==> config.mk <==
export PLATFORM = sky130hd
export DESIGN_NAME = usb_fs_rx_top
export DESIGN_NICKNAME = d
export VERILOG_FILES = /design/src/design/usb_pid_pkg.sv /design/src/design/usb_line_pkg.sv /design/src/design/usb_bit_if.sv /design/src/design/usb_byte_if.sv /design/src/design/usb_connect_ctrl.sv /design/src/design/usb_line_rx.sv /design/src/design/usb_packet_rx.sv /design/src/design/usb_packet_check.sv /design/src/design/usb_fs_rx_top.sv
export VERILOG_INCLUDE_DIRS = /design/src /design/src/design
export SDC_FILE = /design/constraint.sdc
export NUM_CORES = 1
export LEC_CHECK = 0
export ABC_AREA = 0
export ABC_CLOCK_PERIOD_IN_PS = 3000
export BUFFER_PORTS_ARGS = -buffer_cell sky130_fd_sc_hd__clkbuf_2
export CORE_MARGIN = 2
export CORE_UTILIZATION = 46
export DETAILED_ROUTE_END_ITERATION = 16
export GPL_TIMING_DRIVEN = 0
export SLEW_MARGIN = 25
export SYNTH_ARGS = -nofsm -noshare
export SYNTH_HDL_FRONTEND = slang
export SYNTH_SLANG_ARGS = --single-unit
==> constraint.sdc <==
create_clock -name clk -period 3 [get_ports clk]
set_input_delay 0.45 -clock clk [delete_from_list [all_inputs] [get_ports clk]]
set_output_delay 0.45 -clock clk [all_outputs]
set_load 0.01 [all_outputs]
==> src/design/usb_fs_defines.svh <==
// timing values assume a 60 MHz clock with exactly 5 clocks per full-speed bit
`ifndef USB_FS_DEFINES_SVH
`define USB_FS_DEFINES_SVH

// bit timing on the 60 MHz clock
`define USB_CLKS_PER_BIT           5           // 12 Mb/s from 60 MHz
`define USB_SE0_RESET_CYCLES       300         // 5 us of SE0 means host bus reset
`define USB_SYNC_BITS              8           // KJKJKJKK
`define USB_CONNECT_CYCLES_DEFAULT 120000000   // 2 s before the pull-up goes on

// crc generators and the remainders left by a good packet
`define USB_CRC5_POLY              5'b00101    // x^5 + x^2 + 1
`define USB_CRC16_POLY             16'h8005    // x^16 + x^15 + x^2 + 1
`define USB_CRC5_RESIDUE           5'b01100
`define USB_CRC16_RESIDUE          16'h800D

`define USB_ADDR_W                 11          // 7 bit address + 4 bit endpoint

`endif

==> src/design/usb_pid_pkg.sv <==
// PID codes hold only the low nibble and the complement nibble is checked by the receiver
`default_nettype none

package usb_pid_pkg;

    typedef enum logic [3:0] {
        PID_OUT   = 4'b0001,
        PID_IN    = 4'b1001,
        PID_SOF   = 4'b0101,
        PID_SETUP = 4'b1101,
        PID_DATA0 = 4'b0011,
        PID_DATA1 = 4'b1011,
        PID_ACK   = 4'b0010,
        PID_NAK   = 4'b1010,
        PID_STALL = 4'b1110
    } usb_pid_t;

    // encoded as the two low PID bits
    typedef enum logic [1:0] {
        PKT_OTHER     = 2'b00,
        PKT_TOKEN     = 2'b01,
        PKT_HANDSHAKE = 2'b10,
        PKT_DATA      = 2'b11
    } usb_pkt_kind_t;

    function automatic usb_pkt_kind_t usb_pkt_kind(input usb_pid_t pid);
        return usb_pkt_kind_t'(pid[1:0]);
    endfunction

endpackage

`default_nettype wire

==> src/design/usb_line_pkg.sv <==
// line states are coded as {dp, dn} for full speed where J has D+ high
`default_nettype none

package usb_line_pkg;

    typedef enum logic [1:0] {
        LINE_SE0 = 2'b00,
        LINE_K   = 2'b01,
        LINE_J   = 2'b10,
        LINE_SE1 = 2'b11     // illegal on a healthy bus
    } usb_line_t;

    typedef enum logic [1:0] {
        RX_IDLE,             // waiting for the first K of sync
        RX_SYNC,             // counting sync zeros
        RX_DATA,             // packet bits
        RX_EOP               // first SE0 bit seen
    } usb_rx_state_t;

endpackage

`default_nettype wire

==> src/design/usb_bit_if.sv <==
// single-cycle strobes with no back-pressure and bit_val only meaningful with ena
`timescale 1ns/10ps
`default_nettype none

interface usb_bit_if;

    logic sta;       // full sync seen
    logic ena;       // one unstuffed data bit
    logic bit_val;   // decoded bit
    logic fin;       // eop or stuffing error

    modport src (output sta, ena, bit_val, fin);
    modport dst (input  sta, ena, bit_val, fin);

endinterface

`default_nettype wire

==> src/design/usb_byte_if.sv <==
// single-cycle strobes with no back-pressure while pid and pid_ok hold between packets
`timescale 1ns/10ps
`default_nettype none

interface usb_byte_if import usb_pid_pkg::*; ();

    logic     sta;        // pid byte complete
    usb_pid_t pid;        // held until next sta
    logic     pid_ok;     // complement check
    logic     byte_en;    // one byte after the pid
    logic [7:0] byte_val; // valid with byte_en
    logic     fin;        // end of packet

    modport src (output sta, pid, pid_ok, byte_en, byte_val, fin);
    modport dst (input  sta, pid, pid_ok, byte_en, byte_val, fin);

endinterface

`default_nettype wire

==> src/design/usb_connect_ctrl.sv <==
// dp and dn must already be synchronous to clk and the connect delay restarts on every rstn
`timescale 1ns/10ps
`default_nettype none
`include "usb_fs_defines.svh"

module usb_connect_ctrl import usb_line_pkg::*; #(
    parameter int CONNECT_CYCLES = `USB_CONNECT_CYCLES_DEFAULT
) (
    input  wire  clk,
    input  wire  rstn,
    input  wire  usb_dp_rx,
    input  wire  usb_dn_rx,
    output logic usb_dp_pull,
    output logic usb_rstn
);

    localparam int CNT_TOP = CONNECT_CYCLES + `USB_SE0_RESET_CYCLES;
    localparam int CNT_W   = $clog2(CNT_TOP + 1);

    usb_line_t        line;
    logic [CNT_W-1:0] cnt;   // connect delay then se0 countdown

    assign line = usb_line_t'({usb_dp_rx, usb_dn_rx});

    always_ff @(posedge clk or negedge rstn) begin
        if (!rstn) begin
            usb_dp_pull <= 1'b0;
            usb_rstn    <= 1'b0;
            cnt         <= '0;
        end else if (cnt < CNT_W'(CONNECT_CYCLES)) begin
            usb_dp_pull <= 1'b0;                       // still unplugged
            usb_rstn    <= 1'b0;
            cnt         <= cnt + 1'b1;
        end else if (line == LINE_J || line == LINE_K) begin
            usb_dp_pull <= 1'b1;
            usb_rstn    <= 1'b1;
            cnt         <= CNT_W'(CNT_TOP);            // rearm se0 timer
        end else if (cnt > CNT_W'(CONNECT_CYCLES)) begin
            usb_dp_pull <= 1'b1;
            cnt         <= cnt - 1'b1;                 // se0 held so far
        end else begin
            usb_dp_pull <= 1'b1;
            usb_rstn    <= 1'b0;                       // host bus reset
        end
    end

endmodule

`default_nettype wire

==> src/design/usb_line_rx.sv <==
// expects a host clock within a few percent of 12 MHz and re-centres on every line transition
`timescale 1ns/10ps
`default_nettype none
`include "usb_fs_defines.svh"

module usb_line_rx import usb_line_pkg::*; (
    input  wire    clk,
    input  wire    rstn,
    input  wire    usb_dp_rx,
    input  wire    usb_dn_rx,
    usb_bit_if.src bits
);

    localparam int PH_W       = $clog2(`USB_CLKS_PER_BIT);
    localparam int PH_LAST    = `USB_CLKS_PER_BIT - 1;
    localparam int PH_MID     = `USB_CLKS_PER_BIT / 2;
    localparam int SYNC_ZEROS = `USB_SYNC_BITS - 1;

    logic [1:0]      dp_sr;       // two-flop synchronisers
    logic [1:0]      dn_sr;
    usb_line_t       line;
    usb_line_t       line_d;
    usb_line_t       last_smp;    // previous mid-bit sample
    logic [PH_W-1:0] ph;          // position inside the bit
    logic            trans;
    logic            smp;
    logic            nrzi;        // decoded bit of this sample
    usb_rx_state_t   state;
    logic [2:0]      run;         // sync zeros or data ones

    assign line  = usb_line_t'({dp_sr[1], dn_sr[1]});
    assign trans = (line != line_d);
    assign smp   = (ph == PH_W'(PH_MID)) && !trans;
    assign nrzi  = (line == last_smp);                 // no change means 1

    // --------------------------------------------------
    // sampling and bit-phase recovery
    // --------------------------------------------------
    always_ff @(posedge clk or negedge rstn) begin
        if (!rstn) begin
            dp_sr  <= 2'b11;                           // idle J
            dn_sr  <= 2'b00;
            line_d <= LINE_J;
            ph     <= '0;
        end else begin
            dp_sr  <= {dp_sr[0], usb_dp_rx};
            dn_sr  <= {dn_sr[0], usb_dn_rx};
            line_d <= line;
            if (trans)
                ph <= PH_W'(1);                        // edge is phase 0
            else if (ph == PH_W'(PH_LAST))
                ph <= '0;
            else
                ph <= ph + 1'b1;
        end
    end

    // --------------------------------------------------
    // sync, nrzi, unstuffing and eop
    // --------------------------------------------------
    always_ff @(posedge clk or negedge rstn) begin
        if (!rstn) begin
            state    <= RX_IDLE;
            run      <= '0;
            last_smp <= LINE_J;
            bits.sta <= 1'b0;
            bits.ena <= 1'b0;
            bits.fin <= 1'b0;
        end else begin
            bits.sta <= 1'b0;
            bits.ena <= 1'b0;
            bits.fin <= 1'b0;
            if (smp) begin
                last_smp <= line;
                case (state)
                    RX_IDLE: begin
                        if (line == LINE_K && last_smp == LINE_J) begin
                            state <= RX_SYNC;
                            run   <= 3'd1;                 // first sync zero
                        end
                    end
                    RX_SYNC: begin
                        if (line == LINE_SE0 || line == LINE_SE1) begin
                            state <= RX_IDLE;
                        end else if (!nrzi) begin
                            if (run != 3'(SYNC_ZEROS))
                                run <= run + 1'b1;
                        end else if (run == 3'(SYNC_ZEROS)) begin
                            bits.sta <= 1'b1;
                            state    <= RX_DATA;
                            run      <= 3'd1;              // closing K counts for stuffing
                        end else begin
                            state <= RX_IDLE;              // short sync
                        end
                    end
                    RX_DATA: begin
                        if (line == LINE_SE0) begin
                            state <= RX_EOP;
                        end else if (line == LINE_SE1) begin
                            bits.fin <= 1'b1;
                            state    <= RX_IDLE;
                        end else if (run == 3'd6) begin
                            run <= '0;                     // stuffed zero dropped
                            if (nrzi) begin
                                bits.fin <= 1'b1;          // seventh one aborts
                                state    <= RX_IDLE;
                            end
                        end else begin
                            bits.ena <= 1'b1;
                            run      <= nrzi ? run + 1'b1 : 3'd0;
                        end
                    end
                    RX_EOP: begin
                        bits.fin <= 1'b1;                  // second eop bit time
                        state    <= RX_IDLE;
                    end
                    default: state <= RX_IDLE;
                endcase
            end
        end
    end

    always_ff @(posedge clk) begin
        if (smp)
            bits.bit_val <= nrzi;
    end

endmodule

`default_nettype wire

==> src/design/usb_packet_rx.sv <==
// bits arrive LSB first and a packet that ends off a byte boundary is flagged through pid_ok
`timescale 1ns/10ps
`default_nettype none

module usb_packet_rx import usb_pid_pkg::*; (
    input  wire     clk,
    input  wire     rstn,
    usb_bit_if.dst  bits,
    usb_byte_if.src bytes
);

    logic [7:0] sh;         // byte being assembled
    logic [7:0] nxt;        // sh with the incoming bit
    logic [2:0] cnt;        // bits in current byte
    logic       pid_wait;   // first byte still due
    logic       byte_done;

    assign nxt       = {bits.bit_val, sh[7:1]};
    assign byte_done = bits.ena && (cnt == 3'd7);

    // --------------------------------------------------
    // byte assembly
    // --------------------------------------------------
    always_ff @(posedge clk) begin
        if (bits.ena)
            sh <= nxt;
        if (byte_done && pid_wait)
            bytes.pid <= usb_pid_t'(nxt[3:0]);
        if (byte_done && !pid_wait)
            bytes.byte_val <= nxt;
    end

    always_ff @(posedge clk or negedge rstn) begin
        if (!rstn) begin
            cnt           <= '0;
            pid_wait      <= 1'b0;
            bytes.sta     <= 1'b0;
            bytes.pid_ok  <= 1'b0;
            bytes.byte_en <= 1'b0;
            bytes.fin     <= 1'b0;
        end else begin
            bytes.sta     <= 1'b0;
            bytes.byte_en <= 1'b0;
            bytes.fin     <= bits.fin;
            if (bits.sta) begin
                cnt      <= '0;
                pid_wait <= 1'b1;
            end else if (bits.ena) begin
                cnt <= cnt + 1'b1;                     // wraps every byte
                if (byte_done && pid_wait) begin
                    bytes.sta    <= 1'b1;
                    bytes.pid_ok <= (nxt[3:0] == ~nxt[7:4]);
                    pid_wait     <= 1'b0;
                end else if (byte_done) begin
                    bytes.byte_en <= 1'b1;
                end
            end
            if (bits.fin && (cnt != 3'd0 || pid_wait))
                bytes.pid_ok <= 1'b0;                  // partial byte or no pid
        end
    end

endmodule

`default_nettype wire

==> src/design/usb_packet_check.sv <==
// rp_addr is only meaningful for token packets and byte counts saturate above two
`timescale 1ns/10ps
`default_nettype none
`include "usb_fs_defines.svh"

module usb_packet_check import usb_pid_pkg::*; (
    input  wire                    clk,
    input  wire                    rstn,
    usb_byte_if.dst                bytes,
    output usb_pid_t               rp_pid,
    output logic [`USB_ADDR_W-1:0] rp_addr,
    output logic                   rp_byte_en,
    output logic [7:0]             rp_byte,
    output logic                   rp_fin,
    output logic                   rp_okay
);

    logic [4:0]             crc5;
    logic [15:0]            crc16;
    logic [4:0]             crc5_nxt;
    logic [15:0]            crc16_nxt;
    logic [`USB_ADDR_W-1:0] tok;       // address and endpoint
    logic [1:0]             nbytes;    // 3 means more than two
    usb_pkt_kind_t          kind;
    logic                   kind_ok;

    // serial crc over one byte LSB first with register width w
    function automatic logic [15:0] crc_byte(input logic [15:0] crc,
                                             input logic [15:0] poly,
                                             input int unsigned w,
                                             input logic [7:0]  d);
        logic [15:0] c;
        logic        fb;
        c = crc;
        for (int i = 0; i < 8; i++) begin
            fb = c[w-1] ^ d[i];
            c  = (c << 1) ^ (fb ? poly : 16'h0000);
        end
        return c & ((16'h0001 << w) - 16'h0001);   // mask wraps to all ones at 16
    endfunction

    assign crc5_nxt  = 5'(crc_byte({11'h000, crc5}, {11'h000, `USB_CRC5_POLY}, 5,
                                   bytes.byte_val));
    assign crc16_nxt = crc_byte(crc16, `USB_CRC16_POLY, 16, bytes.byte_val);
    assign kind      = usb_pkt_kind(bytes.pid);

    always_comb begin
        case (kind)
            PKT_TOKEN:     kind_ok = (nbytes == 2'd2) && (crc5 == `USB_CRC5_RESIDUE);
            PKT_DATA:      kind_ok = (nbytes >= 2'd2) && (crc16 == `USB_CRC16_RESIDUE);
            PKT_HANDSHAKE: kind_ok = (nbytes == 2'd0);
            default:       kind_ok = 1'b0;
        endcase
    end

    // --------------------------------------------------
    // crc and field capture
    // --------------------------------------------------
    always_ff @(posedge clk) begin
        if (bytes.sta) begin
            crc5  <= 5'h1F;
            crc16 <= 16'hFFFF;
        end else if (bytes.byte_en) begin
            crc5  <= crc5_nxt;
            crc16 <= crc16_nxt;
            if (nbytes == 2'd0)
                tok[7:0] <= bytes.byte_val;
            else if (nbytes == 2'd1)
                tok[`USB_ADDR_W-1:8] <= bytes.byte_val[`USB_ADDR_W-9:0];
        end
        if (bytes.byte_en)
            rp_byte <= bytes.byte_val;
        if (bytes.fin) begin
            rp_pid  <= bytes.pid;
            rp_addr <= tok;
        end
    end

    always_ff @(posedge clk or negedge rstn) begin
        if (!rstn) begin
            nbytes     <= '0;
            rp_byte_en <= 1'b0;
            rp_fin     <= 1'b0;
            rp_okay    <= 1'b0;
        end else begin
            rp_byte_en <= bytes.byte_en;
            rp_fin     <= bytes.fin;
            if (bytes.sta)
                nbytes <= '0;
            else if (bytes.byte_en && nbytes != 2'd3)
                nbytes <= nbytes + 1'b1;
            if (bytes.fin)
                rp_okay <= bytes.pid_ok && kind_ok;
        end
    end

endmodule

`default_nettype wire

==> src/design/usb_fs_rx_top.sv <==
// receive only with no handshake replies and CONNECT_CYCLES must be shortened for simulation
`timescale 1ns/10ps
`default_nettype none
`include "usb_fs_defines.svh"

module usb_fs_rx_top import usb_pid_pkg::*; #(
    parameter int CONNECT_CYCLES = `USB_CONNECT_CYCLES_DEFAULT
) (
    input  wire                    clk,         // 60 MHz
    input  wire                    rstn,
    input  wire                    usb_dp_rx,
    input  wire                    usb_dn_rx,
    output logic                   usb_dp_pull, // 1.5k pull-up on D+
    output logic                   usb_rstn,    // low while unplugged or in bus reset
    output usb_pid_t               rp_pid,
    output logic [`USB_ADDR_W-1:0] rp_addr,     // {endpoint, address}
    output logic                   rp_byte_en,
    output logic [7:0]             rp_byte,
    output logic                   rp_fin,
    output logic                   rp_okay
);

    usb_bit_if  bit_bus  ();
    usb_byte_if byte_bus ();

    usb_connect_ctrl #(
        .CONNECT_CYCLES (CONNECT_CYCLES)
    ) connect_i (
        .clk         (clk),
        .rstn        (rstn),
        .usb_dp_rx   (usb_dp_rx),
        .usb_dn_rx   (usb_dn_rx),
        .usb_dp_pull (usb_dp_pull),
        .usb_rstn    (usb_rstn)
    );

    // --------------------------------------------------
    // receive chain held in reset by usb_rstn
    // --------------------------------------------------
    usb_line_rx line_rx_i (
        .clk       (clk),
        .rstn      (usb_rstn),
        .usb_dp_rx (usb_dp_rx),
        .usb_dn_rx (usb_dn_rx),
        .bits      (bit_bus)
    );

    usb_packet_rx packet_rx_i (
        .clk   (clk),
        .rstn  (usb_rstn),
        .bits  (bit_bus),
        .bytes (byte_bus)
    );

    usb_packet_check packet_check_i (
        .clk        (clk),
        .rstn       (usb_rstn),
        .bytes      (byte_bus),
        .rp_pid     (rp_pid),
        .rp_addr    (rp_addr),
        .rp_byte_en (rp_byte_en),
        .rp_byte    (rp_byte),
        .rp_fin     (rp_fin),
        .rp_okay    (rp_okay)
    );

endmodule

`default_nettype wire

**Word-level counts from Yosys, hierarchy flattened**

Cells that the tools add are included.

- Add/subtract/negate cells: 6
- Multiply operators: 0
- Div/mod/pow operators: 0
- Order comparisons: 3
- Equal/unequal tests: 36
- Shift operators: 0
- Muxes and demuxes: 79
- Bitwise operators: 35
- Reductions and logical operators: 32

Operators by type and width:

| cell | count |
|---|---|
| $mux 16 | 8 |
| $xor 16x16->16 | 8 |
| $mux 27 | 3 |
| $mux 3 | 21 |
| $xor 5x3->5 | 7 |
| $mux 1 | 33 |
| $add 27x1->27 const B | 1 |
| $gt 27x27->1 const B | 1 |
| $lt 27x27->1 const B | 1 |
| $sub 27x1->27 const B | 1 |
| $mux 2 | 10 |
| $eq 16x16->1 const B | 1 |
| $eq 2x2->1 const B | 8 |
| $xor 1x1->1 | 16 |
| $eq 3x3->1 const B | 4 |
| $eq 2x1->1 const B | 5 |
| $logic_and 1x1->1 | 10 |
| $reduce_bool 2->1 | 5 |
| $add 3x1->3 const B | 3 |
| $ne 3x1->1 const B | 3 |
| $pmux 3 s3 | 1 |
| $reduce_bool 3->1 | 3 |
| $ne 2x2->1 const B | 4 |
| $ne 4x1->1 const B | 2 |
| other kinds (23) | 32 |

- Register bits after elaboration: 137
- Bits in latches: 0
- RAM bits: 0
- ROM bits: 0
- Bits of input ports: 4
- Output and inout port bits: 28
- Word-level logic and storage cells: 225
- Memories kept: 0

**Depth between registers and ports, before layout**

- Depth after elaboration: 24
- Gate-level depth with buffers: 9
- Depth with buffers taken out: 8

**Modules after synthesis**

A second synthesis with hierarchy kept.

- Cell total of the unflattened synthesis: 601
- Area total of the unflattened synthesis: 6692.7 µm²

By module, submodules not included:

| module | instances | cells each | area each (µm²) | sequential area each (µm²) |
|---|---|---|---|---|
| usb_packet_check | 1 | 187 | 2476.1 | 1566.5 |
| usb_connect_ctrl | 1 | 267 | 2153.3 | 725.7 |
| usb_line_rx | 1 | 94 | 1097.3 | 510.5 |
| usb_packet_rx | 1 | 53 | 965.9 | 770.7 |

**Worst setup path after synthesis**

OpenSTA, ideal clock, no wires.

- Path type: register to register
- Start: reg connect_i.cnt[12]
- End: reg connect_i.cnt[21]
- Setup time: 0.080 ns
- Arrival: 2.371 ns
- Required time: 2.920 ns
- Setup slack: 0.548 ns
- Cell stages (with the launch flop): 7
- Path buffers: 0
- Clock period less this slack: 2.452 ns
- Path through: dfrtp_1 -> or4_4 -> or4_4 -> or4_4 -> and2_1 -> mux2_2 -> o22ai_2

- Longest elaborated chain between the ends: 4
- Elaborated cells on any way between the ends: 8
- Those cells by class: add/sub (2); order compare (2); mux (3); reduce/logical (1)

Ends and longest elaborated chain:

| element | RTL line | source |
|---|---|---|
| from (decl) | usb_connect_ctrl.sv:21 | `logic [CNT_W-1:0] cnt;` |
| from (signal assigned) | usb_connect_ctrl.sv:33 | `cnt <= cnt + 1'b1;` |
| from (signal assigned) | usb_connect_ctrl.sv:37 | `cnt <= CNT_W'(CNT_TOP);` |
| from (signal assigned) | usb_connect_ctrl.sv:40 | `cnt <= cnt - 1'b1;` |
| $sub 27x1->27 | usb_connect_ctrl.sv:40 |  |
| $mux 27 | usb_connect_ctrl.sv:38 | `end else if (cnt > CNT_W'(CONNECT_CYCLES)) begin` |
| $mux 27 | usb_connect_ctrl.sv:34 | `end else if (line == LINE_J \|\| line == LINE_K) begin` |
| $mux 27 | usb_connect_ctrl.sv:30 | `end else if (cnt < CNT_W'(CONNECT_CYCLES)) begin` |

Parallel ways exist; a longest one is shown, timed or not. The select of a mux whose other input is x is not followed.
A chain may end at the register's enable or synchronous reset.

**Worst setup path in the final report**

- Start: reg connect_i.cnt[12]
- End: reg connect_i.cnt[13]

Same word-level chain as after synthesis.

==> out/metrics.csv <==
metric,value,unit
Worst Hold Class,primary input to async pin,
Gate Count Post-Synth,602,
cell type with the largest total area after synthesis,edfxtp_1,
"Hold-fix buffers, CTS",0,
setup bufs post-CTS,0,
final estimated routing congestion in global placement,0.8724,
ratio of final minimum period to clock period,0.9337,
final design area excluding fillers,7612,µm²
slew at the pin with the worst max-slew slack,0.8589,ns
insertion delay to the later sink of the worst-skew pair,0.43,ns
IO Pins,32,
CTS max path bufs,2,
chip height,124.0,µm
Post-synth EDFFs,54,
die area,15380,µm²
"Largest delay share family, worst path",compound AO/OA/AOI/OAI gates,
"FFs w/ async S/R, synth",0.4485,
"most common cell after layout, fill and taps aside",nand2_1,
pins over their slew limit,0,
standard-cell rows,43,
top fanout value on the critical path,10,
TritonCTS Buffers,17,
"Min Clock Period, post-route",2.801,ns
"critical path, cell by cell",nor4_2 > a21boi_1 > o21a_1 > o21ai_1 > clkbuf_2 > buf_2 > a311oi_1 > a311oi_1,
effective utilization at floorplan,0.4738,
Worst Setup Path Type,flop to flop,
TritonCTS clock tree,yes,
worst slack on hold paths,0.09900,ns
vias,4801,
final hold viol count,0,
HPWL after DPL,9.952,mm
Root Buffer Master,clkbuf_16,
filler cell count in the final layout,1239,
"commonest non-fill, non-tap cells in the layout","57 x nand2_1, 56 x dfrtp_1, 54 x edfxtp_1",
number of library cell types mapped by synthesis,63,
total of warnings raised by yosys,0,
"Net Count, Synth",629,
kind of start point of the critical path,flop,
core area,13990,µm²
outcome,"complete, no violations",
"Max stage delay cell, worst path",nor4_2,
critical path capture point type,flop,
number of levels in the clock H-tree,4,
clock transition at the registers of the reported paths,0.06,ns
flip-flop and latch count after synthesis,136,
Pre-Repair DR Iteration Count,5,
Max transition margin,0.4126,
pin count of the biggest net entering global routing,35,
Max Clock Skew,0.007433,ns
unrepaired setup endpoints after global routing,false,
max-capacitance violation count,0,
Placement Setup Slack,-0.1137,ns
fin util,0.5442,
cell repeated most along the worst path,a311oi_1,
netlist area before placement,6628,µm²
iteration-0 DRC count of the detailed router,424,
worst ir drop on vdd,404.3,µV
total grt overflow,0,
post-synthesis sequential area ratio,0.5392,
DR vias/cell,5.682,
DRC viols,0,
all-layer global routing usage,0.2078,
TritonCTS Sinks,136,
worst path bufs/invs,2,
port buffer count,31,
P per Cell Area,550.5,nW/µm²
signal arrival time at the worst endpoint,3.11,ns
Post-Synthesis Mean Instance Area,11.01,µm²
Leakage Power,3.012,nW
number of antenna violations at the first check in global routing,0,
share of layout cells above drive strength 1,0.1444,
mean routed wirelength per cell,17.13,µm
x dimension of the die,124.0,µm
antenna diode count,0,
synthesis-to-finish area growth,14.86,%
leading post-synthesis cells by cell area,"edfxtp_1 24%, dfrtp_1 22%, dfxtp_1 6.3%",
Worst path max stage delay,0.48,ns
final setup violation count,0,
Synth top area share,0.2447,
net total in the final layout,679,
post-route setup slack,0.1990,ns
most common flop cell mapped by yosys,dfrtp_1,
global-route wire length before repair,24.21,mm
required time of the critical path,3.31,ns
vias in the first global route,4795,
summed negative setup slack over all endpoints,0,ns
total length of routed wires,14.48,mm
cell area reported after detailed placement,7009,µm²
peak clock frequency supported by timing,357.0,MHz
antenna-violating nets left,0,
-- where the power goes --
part	switching [mW]	internal, mW	total, mW
Clock	0.851	1.25	2.10
Sequential	0.0205	1.95	1.97
Combinational	0.0820	0.0427	0.125
-- logic make-up (layout without fill, tap and decap cells) --
kind of cell | Yosys count | in the layout | share of synthesized area
xor+xnor | 53 | 53 | 0.07419
compound gates | 101 | 101 | 0.1036
simple gates | 212 | 212 | 0.1661
mux | 30 | 30 | 0.04644
buf+inv | 47 | 110 | 0.02700
fa+ha+maj | 23 | 23 | 0.04342
flops | 136 | 136 | 0.5392
-- final timing paths --
kind / to / from / cells past startpoint / slack, ns
max: connect_i.cnt[13] / connect_i.cnt[12] / 8 / 0.20
min: connect_i.cnt[14] / rstn / 1 / 0.1
max reg2reg: connect_i.cnt[13] / connect_i.cnt[12] / 8 / 0.20
min reg2reg: packet_check_i.nbytes[0] / connect_i.usb_rstn / 0 / 0.33
max in group asynchronous: line_rx_i.run[1] / connect_i.usb_rstn / 0 / 2.21
min in group clk: line_rx_i.dp_sr[0] / usb_dp_rx / 1 / 0.15
-- state kept, by name, indices dropped and copies added, names as in the netlist, 2 cells and up --
signal                      flops
packet_check_i.crc5             5
line_rx_i.ph                    3
line_rx_i.dp_sr                 2
packet_check_i.tok             11
packet_rx_i.bytes.pid           4
line_rx_i.last_smp              2
line_rx_i.state                 2
packet_check_i.nbytes           2
packet_rx_i.sh                  7
line_rx_i.dn_sr                 2
packet_rx_i.bytes.byte_val      8
packet_check_i.rp_byte          8
packet_check_i.crc16           16
line_rx_i.line_d                2
packet_check_i.rp_addr         11
connect_i.cnt                  27
packet_rx_i.cnt                 3
packet_check_i.rp_pid           4
line_rx_i.run                   3
-- stage by stage --
stage,power (mW),cells
detailed placement,2.128,813
global placement,2.122,813
global route,4.319,845
CTS,4.223,845
finish,4.191,845
floorplan,2.086,602
-- cells in the mapped netlist (all sizes together), types with 3 or more instances --
| cell type | n |
|---|---|
| a211oi | 7 |
| a21boi | 3 |
| a21oi | 18 |
| a221oi | 3 |
| a311oi | 3 |
| a31o | 5 |
| a31oi | 9 |
| and3 | 13 |
| and4 | 4 |
| buf | 4 |
| clkbuf | 19 |
| dfrtp | 57 |
| dfstp | 4 |
| dfxtp | 21 |
| edfxtp | 54 |
| ha | 23 |
| inv | 24 |
| mux2 | 6 |
| mux2i | 24 |
| nand2 | 57 |
| nand2b | 3 |
| nand3 | 18 |
| nand4 | 10 |
| nor2 | 38 |
| nor2b | 4 |
| nor3 | 16 |
| nor4 | 13 |
| o21a | 5 |
| o21ai | 21 |
| o221ai | 3 |
| o22ai | 3 |
| o31ai | 4 |
| or2 | 8 |
| or3 | 10 |
| or4 | 10 |
| xnor2 | 30 |
| xor2 | 21 |
-- layer usage --
layer / vias up / GRT usage / share of wire
met4: 0 / 0.08146 / 0.013
met1: 2343 / 0.2727 / 0.46
li1: 2309 / - / -
met2: 132 / 0.3331 / 0.48
met5: - / 0 / 0
met3: 17 / 0.05082 / 0.049
-- final cells by class --
type                            instances  area, µm²  area share
Multi-Input combinational cell        419       2885      0.3790
Buffer                                 23      91.34     0.01200
Clock inverter                         13      157.7     0.02071
Tap cell                              180      225.2     0.02959
Clock buffer                           19      432.9     0.05687
Sequential cell                       136       3575      0.4696
Inverter                               24      90.09     0.01183
Timing Repair Buffer                   31      155.1     0.02038
-- worst register-to-register path: cells and delay by family, from the launching register on --
family / cells / cell delay (ns)
compound gates: 5 / 1.06
buf+inv: 2 / 0.67
flops: 1 / 0.46
simple gates: 1 / 0.48
-- repair_timing --
item | CTS | global route
hold endpoints to repair | 0 | 0
resized for setup | 1 | 3
gates cloned | 0 | 0
endpoints found under the setup margin | 12 | 13
Note: power is estimated with default switching activity, not from simulation.
